### src/logic/pwo_pkg.sv
package pwo_pkg;

    // ==================================================
    // Coefficient and memory word geometry
    // ==================================================

    // One reduced coefficient
    localparam int COEFF_W = 23;

    // Coefficient plus one zero pad bit at the top
    localparam int SLOT_W = 24;

    localparam int LANES      = 4;
    localparam int MEM_DATA_W = LANES * SLOT_W;

    // 256 coefficients, four per word
    localparam int POLY_WORDS = 64;
    localparam int WORD_CNT_W = 6;

    // a*b + c before reduction
    localparam int PROD_W = 47;

    localparam logic [COEFF_W-1:0] MLDSA_Q = 23'd8380417;

    // Read strobe to write strobe of the same word
    localparam int PW_LATENCY = 4;

    // ==================================================
    // Types
    // ==================================================

    typedef enum logic [1:0] {
        mode_pwm = 2'd0,
        mode_pwa = 2'd1,
        mode_pws = 2'd2
    } pwo_mode_t;

    typedef logic [COEFF_W-1:0] coeff_t;

    // Slot 0 sits in the low bits of the word
    typedef logic [LANES-1:0][SLOT_W-1:0] mem_word_t;

endpackage
### src/logic/pwo_ctrl.sv
`timescale 1ns/1ps

module pwo_ctrl
    import pwo_pkg::*;
#(
    parameter int MEM_ADDR_WIDTH = 15
)
(
    input  logic                      clk,
    input  logic                      reset_n,
    input  logic                      start_i,
    input  logic                      accumulate_i,
    input  logic [MEM_ADDR_WIDTH-1:0] a_base_i,
    input  logic [MEM_ADDR_WIDTH-1:0] b_base_i,
    input  logic [MEM_ADDR_WIDTH-1:0] c_base_i,
    output logic                      a_rd_en_o,
    output logic [MEM_ADDR_WIDTH-1:0] a_rd_addr_o,
    output logic                      b_rd_en_o,
    output logic [MEM_ADDR_WIDTH-1:0] b_rd_addr_o,
    output logic                      c_rd_en_o,
    output logic [MEM_ADDR_WIDTH-1:0] c_rd_addr_o,
    output logic                      wr_en_o,
    output logic [MEM_ADDR_WIDTH-1:0] wr_addr_o,
    output logic                      acc_sel_o,
    output logic                      busy_o,
    output logic                      done_o
);

    localparam logic [WORD_CNT_W-1:0] LAST_WORD = WORD_CNT_W'(POLY_WORDS - 1);

    logic                                  rd_active;
    logic [WORD_CNT_W-1:0]                 word_cnt;
    logic [PW_LATENCY-1:0]                 wr_en_dly;
    logic [PW_LATENCY-1:0][WORD_CNT_W-1:0] idx_dly;
    logic [1:0]                            c_rd_dly;
    logic [WORD_CNT_W-1:0]                 wr_idx;

    // ==================================================
    // Read side
    // ==================================================

    always_ff @(posedge clk or negedge reset_n) begin
        if (!reset_n) begin
            rd_active <= 1'b0;
            word_cnt  <= '0;
        end else if (start_i) begin
            rd_active <= 1'b1;
            word_cnt  <= '0;
        end else if (rd_active) begin
            word_cnt <= word_cnt + 1'b1;
            if (word_cnt == LAST_WORD) begin
                rd_active <= 1'b0;
            end
        end
    end

    assign a_rd_en_o   = rd_active;
    assign b_rd_en_o   = rd_active;
    // Old c contents are only fetched for multiply-accumulate
    assign c_rd_en_o   = rd_active && accumulate_i;
    assign a_rd_addr_o = a_base_i + MEM_ADDR_WIDTH'(word_cnt);
    assign b_rd_addr_o = b_base_i + MEM_ADDR_WIDTH'(word_cnt);
    assign c_rd_addr_o = c_base_i + MEM_ADDR_WIDTH'(word_cnt);

    // ==================================================
    // Write side, aligned to the datapath
    // ==================================================

    always_ff @(posedge clk or negedge reset_n) begin
        if (!reset_n) begin
            wr_en_dly <= '0;
            idx_dly   <= '0;
            c_rd_dly  <= '0;
            done_o    <= 1'b0;
        end else begin
            wr_en_dly <= {wr_en_dly[PW_LATENCY-2:0], rd_active};
            idx_dly   <= {idx_dly[PW_LATENCY-2:0], word_cnt};
            // Lines up with the c word in the datapath input register
            c_rd_dly  <= {c_rd_dly[0], c_rd_en_o};
            done_o    <= wr_en_o && (wr_idx == LAST_WORD);
        end
    end

    assign wr_idx    = idx_dly[PW_LATENCY-1];
    assign wr_en_o   = wr_en_dly[PW_LATENCY-1];
    assign wr_addr_o = c_base_i + MEM_ADDR_WIDTH'(wr_idx);
    assign acc_sel_o = c_rd_dly[1];

    // Busy covers the start cycle through the last write
    assign busy_o = start_i || rd_active || (|wr_en_dly);

endmodule

### config.mk
export PLATFORM = sky130hd
export DESIGN_NAME = pwo_ctrl
export DESIGN_NICKNAME = d
export VERILOG_FILES = /design/src/logic/pwo_pkg.sv /design/src/logic/pwo_ctrl.sv
export SDC_FILE = /design/constraint.sdc
export NUM_CORES = 1
export LEC_CHECK = 0
export BUFFER_PORTS_ARGS = -buffer_cell sky130_fd_sc_hd__buf_2
export CORE_UTILIZATION = 44
export DETAILED_ROUTE_END_ITERATION = 7
export GPL_TIMING_DRIVEN = 0
export PLACE_DENSITY = 0.78
export SYNTH_ARGS = -nofsm -noshare
export SYNTH_HDL_FRONTEND = slang
export SYNTH_SLANG_ARGS = --single-unit
export TNS_END_PERCENT = 1
### constraint.sdc
create_clock -name clk -period 2 [get_ports clk]
set_input_delay 0.1 -clock clk [delete_from_list [all_inputs] [get_ports clk]]
set_output_delay 0.1 -clock clk [all_outputs]
set_load 0.03 [all_outputs]
==> impl_metrics.toml, run 1 <==
[synthesis]
synth.most_common_cell = "xnor2_1"
synthTopCellsByArea = "dfrtp_1 35%, xnor2_1 13%, ha_1 12%"
avgSynthCellArea_um2 = 9.90
synth_top_flop_cell = "dfrtp_1"
async_flop_share_pct = 100
synthCells = 272
ys_types = 39
synth.top_cell.area_share_pct = 35.3
synth_area_leader_cell = "dfrtp_1"
ys_ff_latch = 38
ys_seq_area_share_pct = 35.3
syn_area_um2 = 2690
netlist_top_cells_count = "40 x xnor2_1, 38 x dfrtp_1, 33 x nor2_1"
synth_nets = 350
synth_edf_count = 0
ys.warnings.count = 0

[worst_setup_path]
critPathKind = "reg2out"
worstPathArrival_ns = 2.45
crit_path_end_kind = "output pin"
worstPathMaxFanout = 7
start_kind = "flop"
cp_data_required_time_ns = 1.90

[sta]
rsz0062_at_grt = "yes"
finalSetupViolations = 43
maxSlewViolCount = 0
max_slew_margin_pct = 47.4
layout_setup_ws_ns = -0.546
fin_worst_skew_ns = 0.00668
min_period_over_period_pct = 127
tightest_slew_ns = 0.789
fin_crit_ns = 2.55
setup_tns_ns = -14.45
max_freq_mhz = 393
finalHoldViolations = 0
holdWs_ns = 0.0575

[clocking]
clkTransAtPathRegs_ns = 0.07
htreeDepth = 2
clockRootBuffer = "clkbuf_8"
cts_made_buffers = 5
worst_skew_pair.late_latency_ns = 0.28
cts_buffer_depth = 2
cts_tree = "done"
cts_sinks = 38

[grt]
antenna_found_initial = 0
overflow = 0
grt_max_degree = 39
grt_usage_pct = 20.0
grt_pass1_vias = 2161
grt_pass1_wl_um = 10000

[routing]
viasPerCell = 5.22
drt_pre_antenna_iters = 4
antenna_left = 0
wl_per_cell_um = 14.0
drt_iter0_drc = 106
drcViolationCount = 0
wl_um = 6630
routed-via-count = 2465

[job]
max_cap_viol_count = 0

[status]
violations = "negative setup slack"
status = "complete, but fails checks"

[layout]
antennaDiodeCount = 0
area_delta_synth_final_pct = 47.2
postLayoutCellArea_um2 = 3970
stdcell_count = 472
final_layout_size_suffix_gt1_share_pct = 47.1
final_nets = 474

[place]
place_congestion = 0.784
placed_area_um2 = 3460
portBuffers = 111
post-place-cells = 458
hpwl_um = 4840

[power]
ir_drop_mv = 0.434
power.density_nw_per_um2 = 579
p_total_w = 0.00230
p_leak_nw = 1.83

[min_path]
hold_class = "in2reg"

[die]
start_util_pct = 45.5
die-area_um2 = 6440
coreArea_um2 = 5920
dieWidth_um = 80.2
rows = 28
dieHeight_um = 80.2
ios = 116
[what timing repair did]
action	in CTS	in global routing
pin swaps	12	10
setup endpoints to repair	48	48
cloned	0	0
endpoints found under the hold margin	38	0
resized for setup	73	22
hold buffers	1	0
buffers inserted	3	2
[cell families (layout without fill, tap and decap cells)]
family	count (synthesis)	in the layout	synth area share, %
flops	38	38	35.3
mux	1	1	0.372
xor+xnor	50	50	16.3
simple gates	77	77	14.2
compound gates	62	62	16.8
buf+inv	15	140	2.51
fa+ha+maj	29	29	14.6
[per-stage QoR]
step / worst slack [ns] / utilization [%]
floorplan: -0.192 / -
global placement: -0.489 / 58.5
detailed placement: -0.518 / 58.5
CTS: -0.556 / 64.9
global route: -0.636 / 67.0
finish: -0.546 / 67.0
[power by group]
part	total [W]	internal, W	leakage (nW)	switching, W
Combinational	0.000835	0.000337	1.30	0.000498
Clock	0.000632	0.000371	0.0504	0.000262
Sequential	0.000828	0.000796	0.481	0.0000316
Total	0.00230	0.00150	1.83	0.000791
[per-layer routing]
| metal | vias to the layer above | track usage [%] | wire (um) |
|---|---|---|---|
| li1 | 1223 | - | - |
| met1 | 1165 | 24.8 | 2760 |
| met2 | 73 | 36.1 | 3520 |
| met3 | 4 | 3.86 | 317 |
| met4 | 0 | 3.75 | 24 |
| met5 | - | 0 | 0 |
[worst max-delay path: stages, from the launching register on]
cell,delay [ns]
dfrtp_2,0.50
ha_4,0.21
fa_2,0.37
a211oi_2,0.21
nor2_2,0.08
o21a_1,0.20
o211ai_1,0.26
xnor2_2,0.17
buf_6,0.16
[registers in the layout, summed over array words and instances (netlist names)]
signal / count
wr_idx: 6
a_rd_en_o: 1
word_cnt: 6
c_rd_dly: 2
done_o: 1
wr_en_dly: 4
idx_dly: 18
[layout by cell type, fill, tap and decap left out, types with 3 or more instances in the layout]
cell      netlist  final
a21oi_1         5      4
o21a_1          8      7
nand2_1        10      9
buf_4           2     44
nand4_1         6      6
xnor2_1        40     32
o41a_1          3      3
o31a_1          3      3
buf_2           3     68
clkbuf_8        0      5
o21ai_0        14     10
nor2_1         33     29
and3_1          4      4
o211ai_1        3      3
nand3_1        11      9
a211oi_1        9      4
xor2_2          0      5
xor2_1         10      4
dfrtp_2         0      4
ha_4            0      8
a211oi_2        1      6
fa_2            0      4
nor3_1          4      3
nor2_2          0      4
ha_1           25     15
o21ai_1         0      4
xnor2_2         0      8
a21o_1          8      8
buf_6           0      7
dfrtp_1        38     34
inv_1           8      8
[cell type report]
cell class / count / area [um^2]
buffer: 7 / 37.5
clock buffer: 5 / 68.8
clock inverter: 3 / 45.0
fill: 488 / 1960
inverter: 8 / 30.0
multi-input combinational: 219 / 1990
sequential: 38 / 956
tap: 75 / 93.8
timing repair buffer: 117 / 744
[path summary, 6_finish.rpt]
check,startpoint,endpoint,slack [ns],cells past startpoint
worst max-delay path,word_cnt[0],b_rd_addr_o[8],-0.55,8
worst min-delay path,accumulate_i,c_rd_dly[0],0.06,2
worst max register to register,a_rd_en_o,word_cnt[5],0.65,4
worst min register to register,idx_dly[5],idx_dly[11],0.35,0
max in group asynchronous,reset_n,word_cnt[0],1.01,2
min in group asynchronous,reset_n,wr_idx[5],0.44,2
Note: power is estimated with default switching activity, not from simulation.
==> inputs of run 2 (changes only) <==
CORE_MARGIN = 3   (was not set)
MAX_ROUTING_LAYER = met4   (was not set)
RECOVER_POWER = 50   (was not set)
==> impl_metrics.toml, run 2 (synthesized netlist as in run 1, its figures left out) <==
[clocking]
clkTransAtPathRegs_ns = 0.07
cts_tree = "done"
cts_made_buffers = 5
worst_skew_pair.late_latency_ns = 0.28
htreeDepth = 2
cts_sinks = 38
cts_buffer_depth = 2
clockRootBuffer = "clkbuf_8"

[layout]
nFillCells = 430
stdcell_count = 470
seq_area_um2 = 955
regMostFlops = "idx_dly"
final_common_cell = "buf_2"
antennaDiodeCount = 0
multiInputGateArea_um2 = 1970
largest_reg_flops = 18
layout_common_cells = "66 x buf_2, 47 x buf_4, 35 x dfrtp_1"
final_nets = 476
final_layout_size_suffix_gt1_share_pct = 47.2
area_delta_synth_final_pct = 45.9

[min_path]
min_to = "c_rd_dly[0]"
whs_path_depth = 2
hp-start = "accumulate_i"
hold_class = "in2reg"

[die]
dieHeight_um = 84.2
ios = 116
die-area_um2 = 7100
dieWidth_um = 84.2
coreArea_um2 = 5710
rows = 27
start_util_pct = 47.2

[routing]
wl_um = 6860
antenna_left = 0
drt_iter0_drc = 159
routed-via-count = 2491
drcViolationCount = 0
wl_per_cell_um = 14.6
drt_pre_antenna_iters = 4
viasPerCell = 5.30

[worst_setup_path]
worstPathArrival_ns = 2.41
r2r_slack_ns = 0.42
cp_data_required_time_ns = 1.90
crit_path_end_kind = "output pin"
crit_path_cell_trace = "ha_4 -> fa_2 -> a211oi_2 -> nor2_2 -> o31a_1 -> nand3_2 -> xnor2_2 -> buf_4"
start_kind = "flop"
r2r-end = "word_cnt[4]"
max_stage_delay_ns = 0.50
slowest_stage = "dfrtp_2"
critical_path.top_delay_family = "adder cells"
worstPathMaxFanout = 5
worstRegToRegCells = 7
critPathKind = "reg2out"
worstReg2RegStart = "word_cnt[0]"
path_buf_inv = 1

[place]
portBuffers = 111
hpwl_um = 5170
place_congestion = 0.810
post-place-cells = 455

[sta]
min_period_over_period_pct = 125
maxSlewViolCount = 0
fin_crit_ns = 2.51
max_freq_mhz = 399
rsz0062_at_grt = "yes"
layout_setup_ws_ns = -0.507
finalHoldViolations = 0
holdWs_ns = 0.0481
tightest_slew_ns = 0.800
max_slew_margin_pct = 46.6
fin_worst_skew_ns = 0.00340
finalSetupViolations = 42

[grt]
grt_usage_pct = 19.6
grt_max_degree = 39
grt_pass1_vias = 2482
grt_pass1_wl_um = 11300
antenna_found_initial = 0
overflow = 0

[power]
ir_drop_mv = 0.373
p_leak_nw = 1.84
power.density_nw_per_um2 = 547

[status]
status = "complete, but fails checks"
violations = "negative setup slack"

[job]
max_cap_viol_count = 0
[run 2: cell count changes in the layout (fill, tap and decap cells not counted), sizes merged]
cell      previous run  this run
bufinv               1         0
clkinv               0         2
buf                119       122
clkbuf               9         8
clkinvlp             2         0
[run 2: cell type report]
cell class / instances / area share, %
plain buffers: 7 / 0.955
clock buffers: 5 / 1.75
clock inverters: 2 / 0.255
inverters: 8 / 0.764
multi-input cells: 219 / 50.0
flip-flops and latches: 38 / 24.3
well taps: 72 / 2.29
repair buffers: 119 / 19.6
[run 2: what timing repair did]
item,CTS,global route
gates resized for setup,80,21
hold buffers,1,0
buffers inserted,5,2
endpoints found under the setup margin,48,48
hold endpoints to repair,38,0
pin swaps,17,9
[run 2: where the power goes]
group	switching [W]	internal [W]	leakage, nW
logic	0.000504	0.000340	1.31
clock network	0.000246	0.000233	0.0438
registers	0.0000281	0.000797	0.483
total	0.000778	0.00137	1.84
[run 2: worst max-delay path by stage]
| stage | endpoint | slack [ns] | cells past startpoint | start |
|---|---|---|---|---|
| 6_report | b_rd_addr_o[12] | -0.51 | 8 | word_cnt[0] |
| 5_1_grt | b_rd_addr_o[8] | -0.60 | 8 | word_cnt[0] |
| 3_5_place_dp | a_rd_addr_o[14] | -0.51 | 8 | word_cnt[0] |
| 3_3_place_gp | a_rd_addr_o[14] | -0.50 | 8 | word_cnt[0] |
| 4_1_cts | c_rd_addr_o[8] | -0.54 | 9 | word_cnt[0] |
| 2_1_floorplan | a_rd_addr_o[14] | -0.19 | 7 | word_cnt[0] |
[run 2: per-stage QoR]
stage          area, um^2  power [W]  worst slack (ns)  util [%]  TNS (ns)
2_1_floorplan        2810    0.00134            -0.192         -     -2.27
3_3_place_gp         3460    0.00156            -0.495      60.6     -7.24
3_5_place_dp         3460    0.00157            -0.507      60.6     -8.12
4_1_cts              3850    0.00213            -0.545      67.4    -14.45
5_1_grt              3930    0.00226            -0.599      68.8    -17.85
6_report             3930    0.00215            -0.507      68.8    -13.04
[run 2: per-layer routing]
metal	vias to the layer above	global-route usage (%)	part of all wire, %
li1	1217	-	-
met1	1175	23.4	40
met2	91	33.7	52
met3	8	4.61	6.7
met4	0	4.39	1.5
met5	-	-	0
