$ cat src/logic/pwo_pkg.sv
package pwo_pkg;

    // ==================================================
    // Coefficient and memory word geometry
    // ==================================================

    // One reduced coefficient
    localparam int COEFF_W = 23;

    // Coefficient plus one zero pad bit at the top
    localparam int SLOT_W = 24;

    localparam int LANES      = 4;
    localparam int MEM_DATA_W = LANES * SLOT_W;

    // 256 coefficients, four per word
    localparam int POLY_WORDS = 64;
    localparam int WORD_CNT_W = 6;

    // a*b + c before reduction
    localparam int PROD_W = 47;

    localparam logic [COEFF_W-1:0] MLDSA_Q = 23'd8380417;

    // Read strobe to write strobe of the same word
    localparam int PW_LATENCY = 4;

    // ==================================================
    // Types
    // ==================================================

    typedef enum logic [1:0] {
        mode_pwm = 2'd0,
        mode_pwa = 2'd1,
        mode_pws = 2'd2
    } pwo_mode_t;

    typedef logic [COEFF_W-1:0] coeff_t;

    // Slot 0 sits in the low bits of the word
    typedef logic [LANES-1:0][SLOT_W-1:0] mem_word_t;

endpackage
$ cat src/logic/pwo_cfg_regs.sv
`timescale 1ns/1ps

module pwo_cfg_regs
    import pwo_pkg::*;
#(
    parameter int MEM_ADDR_WIDTH = 15
)
(
    input  logic                      clk,
    input  logic                      reset_n,
    input  logic                      enable_i,
    input  logic                      busy_i,
    input  pwo_mode_t                 mode_i,
    input  logic                      accumulate_i,
    input  logic [MEM_ADDR_WIDTH-1:0] a_base_addr_i,
    input  logic [MEM_ADDR_WIDTH-1:0] b_base_addr_i,
    input  logic [MEM_ADDR_WIDTH-1:0] c_base_addr_i,
    output logic                      start_o,
    output pwo_mode_t                 mode_o,
    output logic                      accumulate_o,
    output logic [MEM_ADDR_WIDTH-1:0] a_base_o,
    output logic [MEM_ADDR_WIDTH-1:0] b_base_o,
    output logic [MEM_ADDR_WIDTH-1:0] c_base_o
);

    logic accept;

    // Enable is a level, only sampled while the engine is idle
    assign accept = enable_i && !busy_i;

    always_ff @(posedge clk or negedge reset_n) begin
        if (!reset_n) begin
            start_o      <= 1'b0;
            mode_o       <= mode_pwm;
            accumulate_o <= 1'b0;
            a_base_o     <= '0;
            b_base_o     <= '0;
            c_base_o     <= '0;
        end else begin
            start_o <= accept;
            if (accept) begin
                mode_o       <= mode_i;
                // Accumulate only means something for multiply
                accumulate_o <= accumulate_i && (mode_i == mode_pwm);
                a_base_o     <= a_base_addr_i;
                b_base_o     <= b_base_addr_i;
                c_base_o     <= c_base_addr_i;
            end
        end
    end

endmodule

$ cat config.mk
export PLATFORM = sky130hd
export DESIGN_NAME = pwo_cfg_regs
export DESIGN_NICKNAME = d
export VERILOG_FILES = /design/src/logic/pwo_pkg.sv /design/src/logic/pwo_cfg_regs.sv
export SDC_FILE = /design/constraint.sdc
export NUM_CORES = 1
export LEC_CHECK = 0
export ABC_AREA = 1
export BUFFER_PORTS_ARGS = -buffer_cell sky130_fd_sc_hd__buf_2
export CORE_AREA = 2 2 79 81
export CTS_CLUSTER_SIZE = 12
export DETAILED_ROUTE_END_ITERATION = 10
export DIE_AREA = 0 0 81 83
export SLEW_MARGIN = 0
export SYNTH_ARGS = -nofsm -noshare
export SYNTH_HDL_FRONTEND = slang
export SYNTH_SLANG_ARGS = --single-unit
export TNS_END_PERCENT = 10
$ cat constraint.sdc
create_clock -name clk -period 0.8 [get_ports clk]
set_input_delay 0.08 -clock clk [delete_from_list [all_inputs] [get_ports clk]]
set_output_delay 0.08 -clock clk [all_outputs]
set_load 0.05 [all_outputs]
==> results by group, run 1 <==
Synthesis
  – Biggest area consumer among synthesized cells: dfrtp_1
  – Post-Syn Instances: 208
  – Synthesized area: 1880 µm²
  – Avg Synthesized Cell Area: 9.03 µm²
  – Seq cells post-synth: 49
  – Synth top area share: 0.653
  – Seq/Total Area, Yosys: 0.653
  – Area contributors post-synth: dfrtp_1, nand2_1, buf_6, buf_2, nor2_4
  – Async SR Flop Fraction: 1.00
  – Synth cell types: 9
  – Synth Flop Type: dfrtp_1
  – Synth top cells by count: nand2_1, dfrtp_1, buf_2, buf_6, inv_2
  – Syn. warnings: 0
  – Post-synth EDFFs: 0
  – Most common cell in the synthesized netlist: nand2_1
  – Synthesized net count: 260

Clocking
  – CTS Buf Count: 5
  – Clk buf depth: 2
  – CTS tree: done
  – Max H-tree Level: 2
  – Clk Latency, worst-skew pair: 0.29 ns
  – Sink Count: 49
  – Clock Pin Slew Worst Setup and Hold Paths: 0.08 ns
  – Root buffer cell: clkbuf_8

Placed design
  – Placed cells: 379
  – Hpwl dp: 3220 µm
  – Placement Cell Area: 2500 µm²
  – Port buffer count: 100
  – Routability cong.: 0.683
  – Setup slack at placement: 0.0140 ns

Worst setup path
  – Worst Path Arrival: 0.87 ns
  – Kind of critical path: flop to output port
  – CP Launch Type: flop
  – CP max FO: 2
  – FF-to-FF Start: b_base_o[8]
  – R2R cell count: 2
  – Worst path cell trace: buf_6
  – Critical path buffer and inverter count: 1
  – Slowest cell on crit path: dfrtp_2
  – R2r setup slk: 0.15 ns
  – Crit end category: output port
  – R2R Path End: b_base_o[8]
  – Delay-heaviest family, CP: flip-flops
  – CP required: 0.72 ns
  – Max incr delay on CP: 0.42 ns

Power
  – Peak VDD IR: 0.854 mV
  – P_leak: 1.83 nW
  – Tot Pwr: 7.06 mW
  – Pwr dens: 2090 nW/µm²

STA
  – Final hold violation count: 0
  – Fmax: 1050 MHz
  – Worst Tran Pin Value: 0.252 ns
  – Worst setup margin: -0.151 ns
  – WHS: 0.0180 ns
  – Clk_skew: 0 ns
  – Final setup viols: 49
  – RSZ-0062 raised after global routing: true
  – Tmin final: 0.951 ns
  – Max-slew violation count: 0
  – Worst rel slew slack: 0.832
  – Setup tns final: -6.37 ns
  – Tcrit/Tclk final: 1.19

Hold path
  – Hold path endpoint: accumulate_o
  – WHS Path Cells: 3
  – Worst min path class: input port to flop
  – Hold_sp: accumulate_i

Route
  – Routed WL: 5260 µm
  – Routed Antenna Nets: 0
  – DRT Pass-1 Iters: 6
  – Vias per inst: 4.27
  – Via count: 1859
  – WL per Instance: 12.1 µm
  – DRT iter0 DRCs: 52
  – Drt drc: 0

Layout
  – Nets: 411
  – Reg area: 1230 µm²
  – Multi-input logic area: 563 µm²
  – Final instance area: 3380 µm²
  – Share of cells above drive strength 1: 0.333
  – Fin util: 0.581
  – Fillers: 524
  – Antenna diodes: 0
  – Area delta synth->final: 80.0%
  – Fin cells: 435

Floorplan
  – # rows: 28
  – Die area: 6720 µm²
  – Die height: 83 µm
  – Starting Density: 0.323
  – # IOs: 101
  – Die Width: 81 µm
  – Core box area: 5820 µm²

Outcome
  – Run status: finished with violations
  – Failing checks: setup timing

GRT
  – Vias in the first global route: 1940
  – Global-route wire length before repair: 8650 µm
  – Overflow after GRT: 0
  – Pin count of the biggest net entering global routing: 31
  – Initial antenna violation count: 0
  – Total GRT Usage: 0.163

Run
  – Max_cap viols: 0
## power by group
part	switching (mW)	internal, mW	total, mW
Clock	0.733	0.705	1.44
Sequential	0.239	2.78	3.02
Combinational	1.59	1.01	2.60
Total	2.56	4.50	7.06
## state kept, by name, summed over array words and instances (netlist names)
| signal | cells |
|---|---|
| accumulate_o | 1 |
| a_base_o | 15 |
| b_base_o | 15 |
| mode_o | 2 |
| c_base_o | 15 |
| start_o | 1 |
## kinds of logic after synthesis
group	after synthesis	synth area share
and+or+nand+nor	147	0.300
buffers and inverters	12	0.0473
DFF	49	0.653
## repair_timing
| action | 4_1_cts | 5_1_grt |
|---|---|---|
| resized for setup | 98 | 0 |
| setup endpoints to repair | 49 | 49 |
| setup buffers | 0 | 0 |
| endpoints found under the hold margin | 96 | 0 |
| hold buffers | 48 | 0 |
## placed cells by master, fill, tap and decap left out, drive strengths merged
| cell type | n |
|---|---|
| nand2 | 144 |
| buf | 106 |
| dfrtp | 49 |
| dlygate4sd3 | 48 |
| clkbuf | 8 |
| inv | 2 |
| nor2 | 2 |
| nand3 | 1 |
## area by class of cell
| class | count | share of cell area |
|---|---|---|
| Inverter | 2 | 0.00222 |
| Sequential cell | 49 | 0.364 |
| Clock buffer | 8 | 0.0266 |
| Multi-Input combinational cell | 147 | 0.167 |
| Tap cell | 75 | 0.0278 |
| Timing Repair Buffer | 154 | 0.413 |
## layer usage
layer	vias to the layer above	share of wire	track usage
met4	0	0.015	0.0462
met2	64	0.53	0.295
met1	867	0.39	0.187
met3	9	0.057	0.0380
met5	-	0	0
li1	919	-	-
## worst max path at each step
stage / startpoint / endpoint / cells after the start
floorplan: a_base_o[13] / a_base_o[13] / 2
global placement: busy_i / a_base_o[8] / 5
detailed placement: busy_i / a_base_o[2] / 5
CTS: b_base_o[14] / b_base_o[14] / 1
global route: a_base_o[12] / a_base_o[12] / 1
finish: a_base_o[12] / a_base_o[12] / 1
(Power assumes the default switching activity.)
==> run 2: changes to the inputs <==
ABC_AREA = not set   (was 1)
==> run 2 against run 1 <==
The run still ends with setup timing left. Sequential power rose by 4%. Final area fell by 6.4%. Via count fell by 29%. Fmax fell by 0.68%. Die area did not move.
==> results by group, run 2 <==
Clocking
  – CTS Buf Count: 5 (unchanged)
  – Sink Count: 49 (unchanged)
  – Root buffer cell: clkbuf_8
  – Clk buf depth: 2 (unchanged)
  – CTS tree: done
  – Clk Latency, worst-skew pair: 0.30 ns (about the same)
  – Max H-tree Level: 2 (unchanged)
  – Clock Pin Slew Worst Setup and Hold Paths: 0.09 ns (about the same)

STA
  – Worst setup margin: -0.157 ns (-0.00653 ns)
  – Tcrit/Tclk final: 1.20 (+0.00817)
  – Final hold violation count: 0 (unchanged)
  – WHS: 0.0146 ns (-0.00333 ns)
  – Max-slew violation count: 0 (unchanged)
  – Fmax: 1040 MHz (-0.68%)
  – Worst Tran Pin Value: 0.346 ns (+0.0936 ns)
  – Final setup viols: 55 (+12%)
  – Worst rel slew slack: 0.769 (-0.0624)
  – Tmin final: 0.957 ns (+0.00653 ns)
  – Clk_skew: 0 ns (unchanged)
  – Setup tns final: -7.03 ns (-0.652 ns)
  – RSZ-0062 raised after global routing: true

Synthesis
  – Async SR Flop Fraction: 1.00 (unchanged)
  – Synth Flop Type: dfrtp_1
  – Synthesized area: 1880 µm² (-0.13%)
  – Post-Syn Instances: 104 (-50%)
  – Avg Synthesized Cell Area: 18.0 µm² (+100%)
  – Most common cell in the synthesized netlist: dfrtp_1
  – Area contributors post-synth: dfrtp_1, mux2_2, mux2_4, buf_4, buf_12
  – Synth top area share: 0.654 (+0.000871)
  – Biggest area consumer among synthesized cells: dfrtp_1
  – Synth cell types: 8 (-1)
  – Syn. warnings: 0 (unchanged)
  – Seq cells post-synth: 49 (unchanged)
  – Synth top cells by count: dfrtp_1, mux2_2, mux2_4
  – Post-synth EDFFs: 0 (unchanged)
  – Seq/Total Area, Yosys: 0.654 (+0.000871)
  – Synthesized net count: 156 (-40%)

Floorplan
  – Die Width: 81 µm (unchanged)
  – # rows: 28 (unchanged)
  – Core box area: 5820 µm² (unchanged)
  – # IOs: 101 (unchanged)
  – Die height: 83 µm (unchanged)
  – Die area: 6720 µm² (unchanged)
  – Starting Density: 0.323 (-0.000430)

Hold path
  – Worst min path class: input port to flop

Layout
  – Area delta synth->final: 68.6%
  – Fin util: 0.544 (-0.0374)
  – Reg area: 1290 µm² (+4.5%)
  – Share of cells above drive strength 1: 0.909 (+0.576)
  – Final instance area: 3160 µm² (-6.4%)
  – Multi-input logic area: 599 µm² (+6.4%)
  – Commonest cells after routing, fill and taps aside: buf_2, buf_6, dfrtp_2
  – Fin cells: 306 (-30%)
  – Nets: 282 (-31%)
  – Antenna diodes: 0 (unchanged)
  – Most common cell after layout, fill and taps aside: buf_2
  – Fillers: 492 (-6.1%)
  – Largest regs: a_base_o (15), b_base_o (15), c_base_o (15)

Route
  – Routed Antenna Nets: 0 (unchanged)
  – Via count: 1324 (-29%)
  – DRT Pass-1 Iters: 4 (-2)
  – Routed WL: 4080 µm (-23%)
  – Drt drc: 0 (unchanged)
  – WL per Instance: 13.3 µm (+10%)
  – DRT iter0 DRCs: 11 (-79%)
  – Vias per inst: 4.33 (+1.2%)

GRT
  – Vias in the first global route: 1365 (-30%)
  – Pin count of the biggest net entering global routing: 29 (-6.5%)
  – Global-route wire length before repair: 6440 µm (-25%)
  – Initial antenna violation count: 0 (unchanged)
  – Total GRT Usage: 0.125 (-0.0382)
  – Overflow after GRT: 0 (unchanged)

Worst setup path
  – Worst Path Arrival: 0.88 ns (about the same)
  – Worst path cell trace: buf_6
  – CP required: 0.72 ns (about the same)
  – Critical path buffer and inverter count: 1 (unchanged)
  – Crit end category: output port
  – Slowest cell on crit path: dfrtp_2
  – CP max FO: 2 (unchanged)
  – Delay-heaviest family, CP: flip-flops
  – Kind of critical path: flop to output port
  – CP Launch Type: flop
  – Max incr delay on CP: 0.42 ns (about the same)

Power
  – Pwr dens: 2480 nW/µm² (+19%)
  – Switching power: 2.72 mW (+6.3%)
  – P_int: 5.13 mW (+14%)
  – Sw frac: 0.347 (-0.0159)
  – Sequential share of power: 0.401 (-0.027)
  – Clock power share: 0.229 (+0.025)
  – P_leak: 1.42 nW (-22%)
  – Tot Pwr: 7.85 mW (+11%)
  – Comb power frac: 0.370 (+0.002)
  – Peak VDD IR: 1.21 mV (+41%)

Outcome
  – Failing checks: setup timing
  – Run status: finished with violations

Run
  – Max_cap viols: 0 (unchanged)

Placed design
  – Hpwl dp: 2810 µm (-13%)
  – Setup slack at placement: -0.270 ns (-0.284 ns)
  – Placement Cell Area: 2530 µm² (+1.1%)
  – Port buffer count: 100 (unchanged)
  – Placed cells: 278 (-27%)
  – Routability cong.: 0.638 (-6.5%)
## run 2: cell count changes after synthesis, sizes merged
| cell | previous run | this run |
|---|---|---|
| nor2 | 2 | 0 |
| nor3b | 0 | 1 |
| nand3 | 1 | 0 |
| mux2 | 0 | 48 |
| nor2b | 0 | 1 |
| nand2 | 144 | 0 |
| inv | 2 | 0 |
| buf | 10 | 5 |
## run 2: per-layer routing
metal | routed length (µm) | global-route usage
met1 | 1570 | 0.135
met2 | 2080 | 0.217
met3 | 365 | 0.0435
met4 | 68 | 0.0508
met5 | 0 | 0
## run 2: final timing paths
check	cells after the start	to	startpoint	slack, ns
worst max-delay path	1	b_base_o[13]	b_base_o[13]	-0.16
worst min-delay path	2	c_base_o[2]	c_base_addr_i[2]	0.01
worst max register to register	2	a_base_o[7]	a_base_o[7]	-0.10
worst min register to register	1	b_base_o[0]	b_base_o[0]	0.53
max in group asynchronous	3	c_base_o[5]	reset_n	0.15
min in group asynchronous	3	b_base_o[6]	reset_n	0.33
## run 2: timing repair
action                                  4_1_cts  5_1_grt
setup buffers                                 1        0
hold buffers                                 16        3
gates resized for setup                      98        2
endpoints found under the hold margin        64        3
endpoints found under the setup margin       49       74
## run 2: power groups by stage
stage / Clock (mW) / Combinational [mW] / Sequential, mW
after floorplan: 0 / 0.453 / 4.41
after detailed placement: 0 / 2.38 / 3.11
after CTS: 1.90 / 2.90 / 3.15
after global placement: 0 / 2.37 / 3.10
after global routing: 1.98 / 3.03 / 3.20
final: 1.80 / 2.90 / 3.15
## run 2: cell type report
| cell class | instances | area share |
|---|---|---|
| Clock inverter | 2 | 0.0119 |
| Clock buffer | 6 | 0.0261 |
| Timing Repair Buffer | 124 | 0.336 |
| Tap cell | 75 | 0.0297 |
| Sequential cell | 49 | 0.407 |
| Multi-Input combinational cell | 50 | 0.189 |
## run 2: cells by family after synthesis
kind of cell / after synthesis / share of synthesized area
flops: 49 / 0.654
mux: 48 / 0.306
buf+inv: 5 / 0.0287
simple gates: 2 / 0.0113
